### src/hdl/decode_params.svh
`ifndef DECODE_PARAMS_SVH
`define DECODE_PARAMS_SVH

// Field widths
`define INSTR_W         32
`define OPCODE_W        7
`define FUNCT3_W        3
`define FUNCT7_W        7
`define FUNCT12_W       12
`define REG_W           5

// Integer subset opcodes
`define OPC_LOAD        7'b0000011
`define OPC_OPIMM       7'b0010011
`define OPC_AUIPC       7'b0010111
`define OPC_STORE       7'b0100011
`define OPC_RTYPE       7'b0110011
`define OPC_LUI         7'b0110111
`define OPC_BRANCH      7'b1100011
`define OPC_JALR        7'b1100111
`define OPC_JAL         7'b1101111
`define OPC_SYSTEM      7'b1110011

// SYSTEM funct3
`define FUNCT3_PRIV     3'b000
`define FUNCT3_CSRRW    3'b001
`define FUNCT3_CSRRS    3'b010
`define FUNCT3_CSRRC    3'b011
`define FUNCT3_CSRRWI   3'b101
`define FUNCT3_CSRRSI   3'b110
`define FUNCT3_CSRRCI   3'b111

// OP and OP-IMM funct3
`define FUNCT3_ADD      3'b000
`define FUNCT3_SLL      3'b001
`define FUNCT3_SLT      3'b010
`define FUNCT3_SLTU     3'b011
`define FUNCT3_XOR      3'b100
`define FUNCT3_SRL      3'b101
`define FUNCT3_OR       3'b110
`define FUNCT3_AND      3'b111

// M extension funct3
`define FUNCT3_MUL      3'b000
`define FUNCT3_MULH     3'b001
`define FUNCT3_MULHSU   3'b010
`define FUNCT3_MULHU    3'b011
`define FUNCT3_DIV      3'b100
`define FUNCT3_DIVU     3'b101
`define FUNCT3_REM      3'b110
`define FUNCT3_REMU     3'b111

`define FUNCT7_ADD      7'b0000000
`define FUNCT7_SUB      7'b0100000 // Also selects SRA
`define FUNCT7_MULDIV   7'b0000001

`define FUNCT12_ECALL   12'h000
`define FUNCT12_EBREAK  12'h001
`define FUNCT12_URET    12'h002

`endif
### src/hdl/decodePkg.sv
`default_nettype none

`include "decode_params.svh"

package decodePkg;

    typedef enum logic [4:0] {
        aluNull   = 5'd0,
        aluAdd    = 5'd1,
        aluSub    = 5'd2,
        aluSll    = 5'd3,
        aluSlt    = 5'd4,
        aluSltu   = 5'd5,
        aluXor    = 5'd6,
        aluSrl    = 5'd7,
        aluSra    = 5'd8,
        aluOr     = 5'd9,
        aluAnd    = 5'd10,
        aluLui    = 5'd11,
        aluMul    = 5'd12,
        aluMulh   = 5'd13,
        aluMulhsu = 5'd14,
        aluMulhu  = 5'd15,
        aluDiv    = 5'd16,
        aluDivu   = 5'd17,
        aluRem    = 5'd18,
        aluRemu   = 5'd19
    } aluOp_t;

    typedef enum logic [1:0] {
        srcAFwd = 2'b00,
        srcAPc  = 2'b01,
        srcAImm = 2'b10,
        srcAInv = 2'b11   // Inverted forwarded A
    } origA_t;

    typedef enum logic [1:0] {
        srcBFwd  = 2'b00,
        srcBImm  = 2'b01,
        srcBZero = 2'b10
    } origB_t;

    typedef enum logic [2:0] {
        wbAlu = 3'b000,
        wbPc4 = 3'b001,
        wbMem = 3'b010,
        wbFpu = 3'b011,   // Reserved
        wbCsr = 3'b100
    } mem2Reg_t;

    typedef enum logic [2:0] {
        pcPlus4  = 3'b000,
        pcBranch = 3'b001,
        pcJal    = 3'b010,
        pcJalr   = 3'b011,
        pcUepc   = 3'b100,
        pcUtvec  = 3'b101
    } origPc_t;

    typedef struct packed {
        logic csr;
        logic divRem;
        logic load;
        logic store;
        logic rType;
        logic iType;
        logic jal;
        logic jalr;
        logic branch;
    } instrType_t;

    // All zero is a bubble
    typedef struct packed {
        logic       ecall;
        logic       ebreak;
        logic       invInstr;
        origA_t     origA;
        origB_t     origB;
        logic       regWrite;
        logic       csRegWrite;
        logic       memWrite;
        logic       memRead;
        mem2Reg_t   mem2Reg;
        origPc_t    origPc;
        aluOp_t     aluControl;
        instrType_t instrType;
    } ctrlBundle_t;

    typedef struct packed {
        logic [`OPCODE_W-1:0] opcode;
        logic [`FUNCT3_W-1:0] funct3;
        logic [`FUNCT7_W-1:0] funct7;
    } instrFields_t;

    typedef struct packed {
        logic [`REG_W-1:0]    rd;
        logic [`REG_W-1:0]    rs1;
        logic [`REG_W-1:0]    rs2;
        logic [`FUNCT3_W-1:0] funct3;
    } stageFields_t;

endpackage

`default_nettype wire

### src/hdl/controlPipe.sv
`timescale 1ns/100ps
`default_nettype none

`include "decode_params.svh"

module controlPipe (
    input  logic                    iCLK,
    input  logic                    rstN,
    input  logic [`INSTR_W-1:0]     instr,
    input  logic                    instrValid,
    input  logic                    stall,
    input  logic                    flush,
    output decodePkg::ctrlBundle_t  ctrl,
    output decodePkg::stageFields_t fields,
    output logic                    ctrlValid
);
    import decodePkg::*;

    instrFields_t decFields;
    stageFields_t regFields;
    ctrlBundle_t  sysCtrl;
    ctrlBundle_t  aluCtrl;
    ctrlBundle_t  flowCtrl;
    ctrlBundle_t  merged;
    logic         sysHit;
    logic         aluHit;
    logic         flowHit;

    assign decFields.opcode = instr[6:0];
    assign decFields.funct3 = instr[14:12];
    assign decFields.funct7 = instr[31:25];

    assign regFields.rd     = instr[11:7];
    assign regFields.rs1    = instr[19:15];
    assign regFields.rs2    = instr[24:20];
    assign regFields.funct3 = instr[14:12];

    systemDecode systemDecode_inst (
        .fields  (decFields),
        .funct12 (instr[31:20]),
        .hit     (sysHit),
        .ctrl    (sysCtrl)
    );

    intAluDecode intAluDecode_inst (
        .fields (decFields),
        .hit    (aluHit),
        .ctrl   (aluCtrl)
    );

    flowMemDecode flowMemDecode_inst (
        .fields (decFields),
        .hit    (flowHit),
        .ctrl   (flowCtrl)
    );

    // Idle decoders drive zero, so OR is the merge
    always_comb begin
        merged          = ctrlBundle_t'(sysCtrl | aluCtrl | flowCtrl);
        merged.invInstr = merged.invInstr | !(sysHit || aluHit || flowHit);
    end

    pipeStageReg #(.payload_t(ctrlBundle_t)) ctrlStage_inst (
        .iCLK    (iCLK),
        .rstN    (rstN),
        .stall   (stall),
        .flush   (flush),
        .inValid (instrValid),
        .d       (merged),
        .q       (ctrl),
        .qValid  (ctrlValid)
    );

    pipeStageReg #(.payload_t(stageFields_t)) fieldStage_inst (
        .iCLK    (iCLK),
        .rstN    (rstN),
        .stall   (stall),
        .flush   (flush),
        .inValid (instrValid),
        .d       (regFields),
        .q       (fields),
        .qValid  ()            // Tracks ctrlValid
    );

    aOneClass: assert property (@(posedge iCLK) disable iff (!rstN)
        $onehot0({sysHit, aluHit, flowHit}))
        else $error("controlPipe: opcode claimed by more than one decoder");

endmodule

`default_nettype wire

### src/hdl/pipeStageReg.sv
`timescale 1ns/100ps
`default_nettype none

module pipeStageReg #(
    parameter type payload_t = logic [7:0]
) (
    input  logic     iCLK,
    input  logic     rstN,
    input  logic     stall,
    input  logic     flush,
    input  logic     inValid,
    input  payload_t d,
    output payload_t q,
    output logic     qValid
);

    always_ff @(posedge iCLK or negedge rstN) begin
        if (!rstN) begin
            q      <= '0;
            qValid <= 1'b0;
        end else if (flush || (!stall && !inValid)) begin
            q      <= '0;    // Bubble
            qValid <= 1'b0;
        end else if (!stall) begin
            q      <= d;
            qValid <= 1'b1;
        end
    end

    // Flush overrides a stall in the same cycle
    aFlushBubble: assert property (@(posedge iCLK) disable iff (!rstN)
        flush |=> !qValid)
        else $error("pipeStageReg: valid data after a flush");

endmodule

`default_nettype wire

### src/hdl/flowMemDecode.sv
`timescale 1ns/100ps
`default_nettype none

`include "decode_params.svh"

module flowMemDecode (
    input  decodePkg::instrFields_t  fields,
    output logic                     hit,
    output decodePkg::ctrlBundle_t   ctrl
);
    import decodePkg::*;

    always_comb begin
        hit  = 1'b1;
        ctrl = '0;
        case (fields.opcode)
            `OPC_LOAD: begin
                ctrl.origB          = srcBImm;
                ctrl.regWrite       = 1'b1;
                ctrl.memRead        = 1'b1;
                ctrl.aluControl     = aluAdd;   // Address = rs1 + imm
                ctrl.mem2Reg        = wbMem;
                ctrl.instrType.load = 1'b1;
            end
            `OPC_STORE: begin
                ctrl.origB           = srcBImm;
                ctrl.memWrite        = 1'b1;
                ctrl.aluControl      = aluAdd;
                ctrl.instrType.store = 1'b1;
            end
            `OPC_LUI: begin
                ctrl.origB           = srcBImm;
                ctrl.regWrite        = 1'b1;
                ctrl.aluControl      = aluLui;
                ctrl.instrType.iType = 1'b1;
            end
            `OPC_AUIPC: begin
                ctrl.origA           = srcAPc;
                ctrl.origB           = srcBImm;
                ctrl.regWrite        = 1'b1;
                ctrl.aluControl      = aluAdd;
                ctrl.instrType.iType = 1'b1;
            end
            `OPC_BRANCH: begin
                ctrl.aluControl       = aluAdd;
                ctrl.origPc           = pcBranch;
                ctrl.instrType.branch = 1'b1;
            end
            `OPC_JAL: begin
                ctrl.regWrite      = 1'b1;
                ctrl.aluControl    = aluAdd;
                ctrl.mem2Reg       = wbPc4;   // Link address
                ctrl.origPc        = pcJal;
                ctrl.instrType.jal = 1'b1;
            end
            `OPC_JALR: begin
                ctrl.regWrite       = 1'b1;
                ctrl.aluControl     = aluAdd;
                ctrl.mem2Reg        = wbPc4;
                ctrl.origPc         = pcJalr;
                ctrl.instrType.jalr = 1'b1;
            end
            default: hit = 1'b0;
        endcase
    end

    aMemExcl: assert property (@(fields) !(ctrl.memRead && ctrl.memWrite))
        else $error("flowMemDecode: memRead and memWrite both set");

endmodule

`default_nettype wire

### src/hdl/intAluDecode.sv
`timescale 1ns/100ps
`default_nettype none

`include "decode_params.svh"

module intAluDecode (
    input  decodePkg::instrFields_t  fields,
    output logic                     hit,
    output decodePkg::ctrlBundle_t   ctrl
);
    import decodePkg::*;

    aluOp_t baseOp;
    aluOp_t mulOp;
    logic   isAlt;   // SUB or SRA form of funct7
    logic   altOk;

    assign isAlt = (fields.funct7 == `FUNCT7_SUB);
    assign altOk = (fields.funct3 == `FUNCT3_ADD) || (fields.funct3 == `FUNCT3_SRL);

    // Shared by OP and OP-IMM
    always_comb begin
        case (fields.funct3)
            `FUNCT3_ADD:  baseOp = aluAdd;
            `FUNCT3_SLL:  baseOp = aluSll;
            `FUNCT3_SLT:  baseOp = aluSlt;
            `FUNCT3_SLTU: baseOp = aluSltu;
            `FUNCT3_XOR:  baseOp = aluXor;
            `FUNCT3_SRL:  baseOp = isAlt ? aluSra : aluSrl;
            `FUNCT3_OR:   baseOp = aluOr;
            `FUNCT3_AND:  baseOp = aluAnd;
            default:      baseOp = aluNull;
        endcase
    end

    always_comb begin
        case (fields.funct3)
            `FUNCT3_MUL:    mulOp = aluMul;
            `FUNCT3_MULH:   mulOp = aluMulh;
            `FUNCT3_MULHSU: mulOp = aluMulhsu;
            `FUNCT3_MULHU:  mulOp = aluMulhu;
            `FUNCT3_DIV:    mulOp = aluDiv;
            `FUNCT3_DIVU:   mulOp = aluDivu;
            `FUNCT3_REM:    mulOp = aluRem;
            `FUNCT3_REMU:   mulOp = aluRemu;
            default:        mulOp = aluNull;
        endcase
    end

    always_comb begin
        hit  = 1'b0;
        ctrl = '0;
        case (fields.opcode)
            `OPC_OPIMM: begin
                hit                  = 1'b1;
                ctrl.origB           = srcBImm;
                ctrl.regWrite        = 1'b1;
                ctrl.aluControl      = baseOp;   // Upper imm bits only matter for SRAI
                ctrl.instrType.iType = 1'b1;
            end
            `OPC_RTYPE: begin
                hit = 1'b1;
                if (fields.funct7 == `FUNCT7_MULDIV) begin
                    ctrl.regWrite         = 1'b1;
                    ctrl.aluControl       = mulOp;
                    ctrl.instrType.rType  = 1'b1;
                    ctrl.instrType.divRem = 1'b1;
                end else if (fields.funct7 == `FUNCT7_ADD || (isAlt && altOk)) begin
                    ctrl.regWrite        = 1'b1;
                    ctrl.aluControl      = (isAlt && fields.funct3 == `FUNCT3_ADD) ? aluSub
                                                                                   : baseOp;
                    ctrl.instrType.rType = 1'b1;
                end else begin
                    ctrl.invInstr = 1'b1;   // Bad funct7 or funct3 pairing
                end
            end
            default: ;
        endcase
    end

    aNoHitIdle: assert property (@(fields) !hit |-> (ctrl == '0))
        else $error("intAluDecode: controls driven without an opcode hit");

endmodule

`default_nettype wire

### src/hdl/systemDecode.sv
`timescale 1ns/100ps
`default_nettype none

`include "decode_params.svh"

module systemDecode (
    input  decodePkg::instrFields_t  fields,
    input  logic [`FUNCT12_W-1:0]    funct12,
    output logic                     hit,
    output decodePkg::ctrlBundle_t   ctrl
);
    import decodePkg::*;

    always_comb begin
        logic csrForm;
        csrForm = 1'b0;
        hit     = (fields.opcode == `OPC_SYSTEM);
        ctrl    = '0;
        if (hit) begin
            case (fields.funct3)
                `FUNCT3_PRIV: begin
                    case (funct12)
                        `FUNCT12_ECALL: begin
                            ctrl.ecall  = 1'b1;
                            ctrl.origPc = pcUtvec;
                        end
                        `FUNCT12_EBREAK: ctrl.ebreak = 1'b1;
                        `FUNCT12_URET:   ctrl.origPc = pcUepc;
                        default:         ctrl.invInstr = 1'b1;
                    endcase
                end
                `FUNCT3_CSRRW: begin
                    csrForm         = 1'b1;
                    ctrl.origB      = srcBZero; // Pass rs1 through
                    ctrl.aluControl = aluAdd;
                end
                `FUNCT3_CSRRS: begin
                    csrForm         = 1'b1;
                    ctrl.aluControl = aluOr;
                end
                `FUNCT3_CSRRC: begin
                    csrForm         = 1'b1;
                    ctrl.origA      = srcAInv;  // csr & ~rs1
                    ctrl.aluControl = aluAnd;
                end
                `FUNCT3_CSRRWI: begin
                    csrForm         = 1'b1;
                    ctrl.origA      = srcAImm;
                    ctrl.origB      = srcBZero;
                    ctrl.aluControl = aluAdd;
                end
                `FUNCT3_CSRRSI: begin
                    csrForm         = 1'b1;
                    ctrl.origA      = srcAImm;
                    ctrl.aluControl = aluOr;
                end
                `FUNCT3_CSRRCI: begin
                    csrForm         = 1'b1;
                    ctrl.origA      = srcAImm;  // Same source code as CSRRSI
                    ctrl.aluControl = aluAnd;
                end
                default: ctrl.invInstr = 1'b1;
            endcase
        end
        if (csrForm) begin
            ctrl.regWrite      = 1'b1;
            ctrl.csRegWrite    = 1'b1;
            ctrl.mem2Reg       = wbCsr;
            ctrl.instrType.csr = 1'b1;
        end
    end

    aInvNoWrite: assert property (@(fields)
        ctrl.invInstr |-> !(ctrl.regWrite || ctrl.csRegWrite || ctrl.memWrite))
        else $error("systemDecode: invalid SYSTEM word with a write enable");

endmodule

`default_nettype wire

### config.mk
export PLATFORM = sky130hd
export DESIGN_NAME = controlPipe
export DESIGN_NICKNAME = d
export VERILOG_FILES = /design/src/hdl/decodePkg.sv /design/src/hdl/controlPipe.sv /design/src/hdl/pipeStageReg.sv /design/src/hdl/flowMemDecode.sv /design/src/hdl/intAluDecode.sv /design/src/hdl/systemDecode.sv
export VERILOG_INCLUDE_DIRS = /design/src /design/src/hdl
export SDC_FILE = /design/constraint.sdc
export NUM_CORES = 1
export LEC_CHECK = 0
export BUFFER_PORTS_ARGS = -buffer_cell sky130_fd_sc_hd__buf_2
export CAP_MARGIN = 20
export CORE_MARGIN = 5
export CORE_UTILIZATION = 30
export CTS_CLUSTER_DIAMETER = 30
export DETAILED_ROUTE_END_ITERATION = 10
export PLACE_DENSITY_LB_ADDON = 0.25
export SLEW_MARGIN = 30
export SYNTH_ARGS = -nofsm -noshare
export SYNTH_HDL_FRONTEND = slang
export SYNTH_SLANG_ARGS = --single-unit
### constraint.sdc
create_clock -name iCLK -period 1.4 [get_ports iCLK]
set_input_delay 0.28 -clock iCLK [delete_from_list [all_inputs] [get_ports iCLK]]
set_output_delay 0.28 -clock iCLK [all_outputs]
set_load 0.03 [all_outputs]
==> results of run 1 <==
-- final cells by class --
| type | count | share of cell area |
|---|---|---|
| clock buffer | 5 | 0.0206 |
| clock inverter | 3 | 0.00636 |
| inverter | 3 | 0.00337 |
| multi-input combinational | 159 | 0.346 |
| sequential | 45 | 0.337 |
| tap | 102 | 0.0381 |
| timing repair buffer | 132 | 0.249 |
-- stage by stage --
step	setup TNS, ps	power (mW)	std cells	hold WS (ps)	util
floorplan	-1260	1.57	226	-15.6	-
global placement	-5510	1.83	440	282	0.419
detailed placement	-6020	1.83	440	279	0.419
CTS	-59.2	2.66	449	187	0.435
global route	-262	2.77	449	180	0.438
finish	-42.9	2.64	449	190	0.438
-- power groups by stage --
| stage | registers (mW) | logic [mW] | clock network (mW) |
|---|---|---|---|
| finish | 1.34 | 0.476 | 0.824 |
| global route | 1.34 | 0.521 | 0.908 |
| global placement | 1.36 | 0.466 | 0 |
| floorplan | 1.41 | 0.154 | 0 |
| detailed placement | 1.36 | 0.469 | 0 |
| CTS | 1.34 | 0.478 | 0.849 |
-- how the worst max path moves through the flow --
stage / to / slack, ps / cells after the start
floorplan: ctrlStage_inst.q[28]$_DFFE_PN0P_ / -230 / 5
global placement: ctrlStage_inst.q[11]$_DFFE_PN0P_ / -350 / 5
detailed placement: ctrlStage_inst.q[11]$_DFFE_PN0P_ / -410 / 5
CTS: ctrlStage_inst.q[28]$_DFFE_PN0P_ / -40 / 6
global route: ctrlStage_inst.q[11]$_DFFE_PN0P_ / -70 / 5
finish: ctrlStage_inst.q[28]$_DFFE_PN0P_ / -40 / 6
-- layer usage --
layer	global-route usage	routed length, um
met4	0.0336	102
met5	0	0
met3	0.0457	468
met1	0.202	3210
met2	0.229	3120
-- flip-flops by register name, summed over array words and instances, names as in the netlist --
signal and cells:
ctrlStage_inst.q 26, fieldStage_inst.q 18, ctrlStage_inst.qValid 1
-- synth_stat cells, types with 3 or more instances --
cell type	count	area [um2]
nand3_1	7	35.0
a32o_1	3	30.0
nand2_1	27	101
o21ai_0	11	55.1
nor2b_1	4	25.0
nand2b_1	5	31.3
buf_4	5	37.5
nor2_1	12	45.0
o22ai_1	3	18.8
a22o_1	23	201
dfrtp_1	45	1130
nor3_2	3	30.0
a21o_1	7	52.6
nand3b_1	4	30.0
a211o_1	3	26.3
inv_1	3	11.3
clkbuf_1	13	48.8
o31ai_1	3	22.5
a21oi_1	8	40.0
-- worst max-delay path, cell delays in order --
cell	delay, ps
buf_6	90
or4_4	610
nor2_8	140
nand3_2	60
a32o_1	220
a211o_1	220
-- logic make-up (layout without fill, tap and decap cells) --
| kind of cell | Yosys count | after routing | share of synthesized area |
|---|---|---|---|
| multiplexers | 1 | 1 | 0.00429 |
| buffers and inverters | 22 | 143 | 0.0467 |
| XOR/XNOR | 1 | 1 | 0.00376 |
| flip-flops | 45 | 45 | 0.483 |
| AND/OR/NAND/NOR | 85 | 85 | 0.233 |
| AO/OA/AOI/OAI | 72 | 72 | 0.229 |
-- what timing repair did --
item,CTS,global route
setup endpoints to repair,8,11
pin swaps,3,3
gates resized for setup,4,6
hold endpoints to repair,45,0
hold buffers,1,0
-- layout by cell type, fill, tap and decap left out, types with 5 or more instances in the layout --
cell type / n
buf_2: 85
dfrtp_1: 45
buf_4: 41
nand2_1: 27
a22o_1: 23
nor2_1: 9
o21ai_0: 9
a21oi_1: 8
a21o_1: 7
nand3_1: 6
nand2b_1: 5
clkbuf_8: 5
==> results.txt, run 1 <==
CP arrival: 1630 ps
Residual DRC: 0
Postcts setup bufs: 0
Failing checks: setup timing
Hold path cells: 2
EDFF count, synth: 0
Static leakage: 1.82 nW
Antenna-violating nets left: 0
Slew margin rel.: 0.779
Final min period: 1440 ps
CTS tree: yes
IO buf count: 86
Number of synthesized register bits: 45
Final nets: 383
Synth Cell Area: 2330 um2
Cell Int Power: 1.88 mW
Status: finished with violations
Syn. warnings: 0
Fillers: 771
Worst Setup SP: instr[27]
Final Cell Area: 3350 um2
Area growth, synth to finish: 43.5%
Placed cell area: 3200 um2
Top FF cell, synth: dfrtp_1
Clk root buf: clkbuf_8
Post-Syn Instances: 226
Yosys cell types: 50
Combinational fraction of design power: 0.180
First-pass DRT Iterations: 4
Seq/Total Area, Yosys: 0.483
R2R Path Start: ctrlStage_inst.q[9]$_DFFE_PN0P_
First-pass GRT wire length: 11.5 mm
Clock tree buffer depth: 2
Clock power share: 0.313
Final period util: 1.03
Vias in the first global route: 2,276
Total grt overflow: 0
Placeable Area: 7650 um2
Sw frac: 0.286
Fin Clk Skew: 0 ps
Hold endpoint: fieldStage_inst.q[12]$_DFFE_PN0P_
Drt wl/cell: 15.4 um
Min-delay worst type: in2reg
Full die area: 9630 um2
Area of the multi-input gates: 1160 um2
Fin. Hold Viols: 0
Peak VDD IR: 0.000367 V
Max_cap viols: 0
Switch Pwr: 0.754 mW
Pwr/cell area: 788 nW/um2
Crit path launch type: primary input
Die Height: 98.1 um
DP HPWL: 5.34 mm
CP max FO: 5
F_max: 0.694 GHz
Slew Limit Fails: 0
Worst setup EP type: flip-flop
CTS buffer count: 5
Syn Area/Cell: 10.3 um2
Worst-Skew Late Latency: 300 ps
Largest net degree at the start of global routing: 46
Setup Crit Path Kind: in2reg
Via count: 2,218
Die W: 98.1 um
Reg clk slew, reported paths: 90 ps
GRT Util Overall: 0.147
PnR worst setup slack: -40.2 ps
Num rows: 32
Drt first-iter violations: 144
Worst r2r dst: ctrlStage_inst.q[9]$_DFFE_PN0P_
Sequential Power Share: 0.507
Reg2Reg Setup Slack: 360 ps
Worst-margin pin slew: 328 ps
Starting density of the core: 0.305
# diodes: 0
Hold Path Origin: instr[19]
RSZ-0062 raised after global routing: true
Setup violators final: 2
Wirelength, routed: 6.90 mm
Ports: 87
Share of cells above drive strength 1: 0.470
H-tree Lvls: 2
Vias per std cell: 4.94
Worst Reg-to-Reg Cells: 3
Sink Count: 45
Routability congestion estimate: 0.884
Register area: 1130 um2
Antenna violations before repair: 0
Worst path required time: 1590 ps
Ys async rst share: 1.00
Setup WS pre-CTS: -411 ps
Syn Nets: 263
Power figures use the tool's default switching activity.
==> run 2, diff against run 1 <==
--- a/config.mk
+++ b/config.mk
@@ -12,7 +12,7 @@
 export CORE_UTILIZATION = 30
 export CTS_CLUSTER_DIAMETER = 30
 export DETAILED_ROUTE_END_ITERATION = 10
-export PLACE_DENSITY_LB_ADDON = 0.25
+export PLACE_DENSITY = 0.51
 export SLEW_MARGIN = 30
 export SYNTH_ARGS = -nofsm -noshare
 export SYNTH_HDL_FRONTEND = slang
==> results.txt, run 2 (synthesis gave the netlist of run 1 again) <==
Routability congestion estimate: 0.888 (+0.37%)
Via count: 2,208 (-0.45%)
CTS tree: yes
Antenna violations before repair: 0 (unchanged)
Ports: 87 (unchanged)
DP HPWL: 5.46 mm (+2.2%)
Residual DRC: 0 (unchanged)
Peak VDD IR: 0.000362 V (-1.3%)
Min-delay worst type: in2reg
Reg clk slew, reported paths: 90 ps (about the same)
Met3 Usage GRT: 0.0386 (-0.00714)
RSZ-0062 raised after global routing: true
Most frequent cells in the layout: 85 x buf_2, 45 x dfrtp_1, 42 x buf_4
Worst setup EP type: flip-flop
Vias per std cell: 4.91 (-0.67%)
Static leakage: 1.83 nW (+0.97%)
Setup violators final: 5 (+3)
Met1 GRT Util: 0.198 (-0.00403)
Largest net degree at the start of global routing: 46 (unchanged)
PnR worst setup slack: -72.7 ps (-32.4 ps)
Placed Instances: 441 (+0.23%)
Crit path launch type: primary input
Total grt overflow: 0 (unchanged)
Antenna-violating nets left: 0 (unchanged)
Clk root buf: clkbuf_8
GRT Util Overall: 0.143 (-0.00425)
Status: finished with violations
Vias in the first global route: 2,180 (-4.2%)
Wirelength, routed: 6.93 mm (+0.46%)
Final period util: 1.05 (+0.0232)
Largest registers: ctrlStage_inst.q x26, fieldStage_inst.q x18, ctrlStage_inst.qValid x1
Full die area: 9630 um2 (unchanged)
F_max: 0.679 GHz (-2.2%)
Setup Crit Path Kind: in2reg
Most flop-heavy register: ctrlStage_inst.q
Clock tree buffer depth: 2 (unchanged)
Area growth, synth to finish: 45.1%
Max FFs per register: 26 (unchanged)
Worst path required time: 1590 ps (about the same)
Most Crowded Layer GR: met2
Fin. Hold Viols: 0 (unchanged)
First-pass DRT Iterations: 4 (unchanged)
Finished Layout Cells: 450 (+0.22%)
Most common cell after layout, fill and taps aside: buf_2
Die W: 98.1 um (unchanged)
Drt wl/cell: 15.4 um (+0.24%)
Pwr/cell area: 829 nW/um2 (+5.2%)
Worst-Skew Late Latency: 290 ps (about the same)
Share of cells above drive strength 1: 0.474 (+0.00440)
Met2 Usage GRT: 0.225 (-0.00366)
H-tree Lvls: 2 (unchanged)
First-pass GRT wire length: 11.2 mm (-3.0%)
# diodes: 0 (unchanged)
Drt first-iter violations: 146 (+1.4%)
Sink Count: 45 (unchanged)
Max_cap viols: 0 (unchanged)
Num rows: 32 (unchanged)
Starting density of the core: 0.305 (unchanged)
IO buf count: 86 (unchanged)
CTS buffer count: 5 (unchanged)
Final nets: 384 (+0.26%)
Failing checks: setup timing
Placeable Area: 7650 um2 (unchanged)
Slew Limit Fails: 0 (unchanged)
Power after layout: 2.80 mW (+6.4%)
CP arrival: 1660 ps (+30 ps)
Reg2Reg Setup Slack: 350 ps (about the same)
Fin Clk Skew: 0 ps (unchanged)
Worst-margin pin slew: 351 ps (+22.4 ps)
Die Height: 98.1 um (unchanged)
CP max FO: 5 (unchanged)
Slew margin rel.: 0.764 (-0.0145)
Postcts setup bufs: 0 (unchanged)
Final min period: 1470 ps (+32.4 ps)
run 2: routing by layer:
| metal | wire length (um) | up-vias |
|---|---|---|
| li1 | - | 1077 |
| met1 | 3220 | 1037 |
| met2 | 3140 | 84 |
| met3 | 477 | 10 |
| met4 | 100 | 0 |
| met5 | 0 | - |
run 2: layout make-up:
cell class | instances | area [um2]
fillers | 757 | 4260
multi-input cells | 159 | 1160
flip-flops and latches | 45 | 1130
repair buffers | 133 | 842
well taps | 102 | 128
clock buffers | 6 | 72.6
clock inverters | 2 | 38.8
inverters | 3 | 11.3
run 2: final timing paths:
kind / start / endpoint / depth (start not counted)
hold / removal: instr[18] / fieldStage_inst.q[11]$_DFFE_PN0P_ / 2
setup / recovery: instr[27] / ctrlStage_inst.q[28]$_DFFE_PN0P_ / 6
max in group asynchronous: rstN / ctrlStage_inst.q[25]$_DFFE_PN0P_ / 3
hold reg to reg: ctrlStage_inst.q[16]$_DFFE_PN0P_ / ctrlStage_inst.q[16]$_DFFE_PN0P_ / 2
min in group asynchronous: rstN / fieldStage_inst.q[9]$_DFFE_PN0P_ / 3
setup reg to reg: ctrlStage_inst.q[9]$_DFFE_PN0P_ / ctrlStage_inst.q[9]$_DFFE_PN0P_ / 3
run 2: power by group:
| group | switching [mW] | internal, mW | total [mW] |
|---|---|---|---|
| clock | 0.450 | 0.536 | 0.986 |
| combinational | 0.273 | 0.209 | 0.482 |
| sequential | 0.0135 | 1.32 | 1.34 |
| total | 0.737 | 2.07 | 2.80 |
run 2: timing repair:
item / CTS / global route
hold buffers: 1 / 0
hold endpoints to repair: 45 / 0
pin swaps: 6 / 2
endpoints found under the setup margin: 5 / 10
gates resized for setup: 4 / 7
run 2: metrics by stage:
stage               setup TNS (ps)  hold slack [ps]   util  instance area [um2]  setup WS (ps)
floorplan                    -1260            -15.6      -                 2340           -228
global placement             -5740              281  0.420                 3210           -395
detailed placement           -6140              282  0.420                 3210           -424
CTS                           -110              186  0.439                 3360          -40.9
global route                  -537              181  0.442                 3380          -96.3
finish                        -173              197  0.442                 3380          -72.7
run 2: worst max-delay path, stage by stage:
cell	delay, ps
buf_6	90
or4_4	620
nor2_8	170
nand3_2	70
a32o_1	230
a211o_1	220
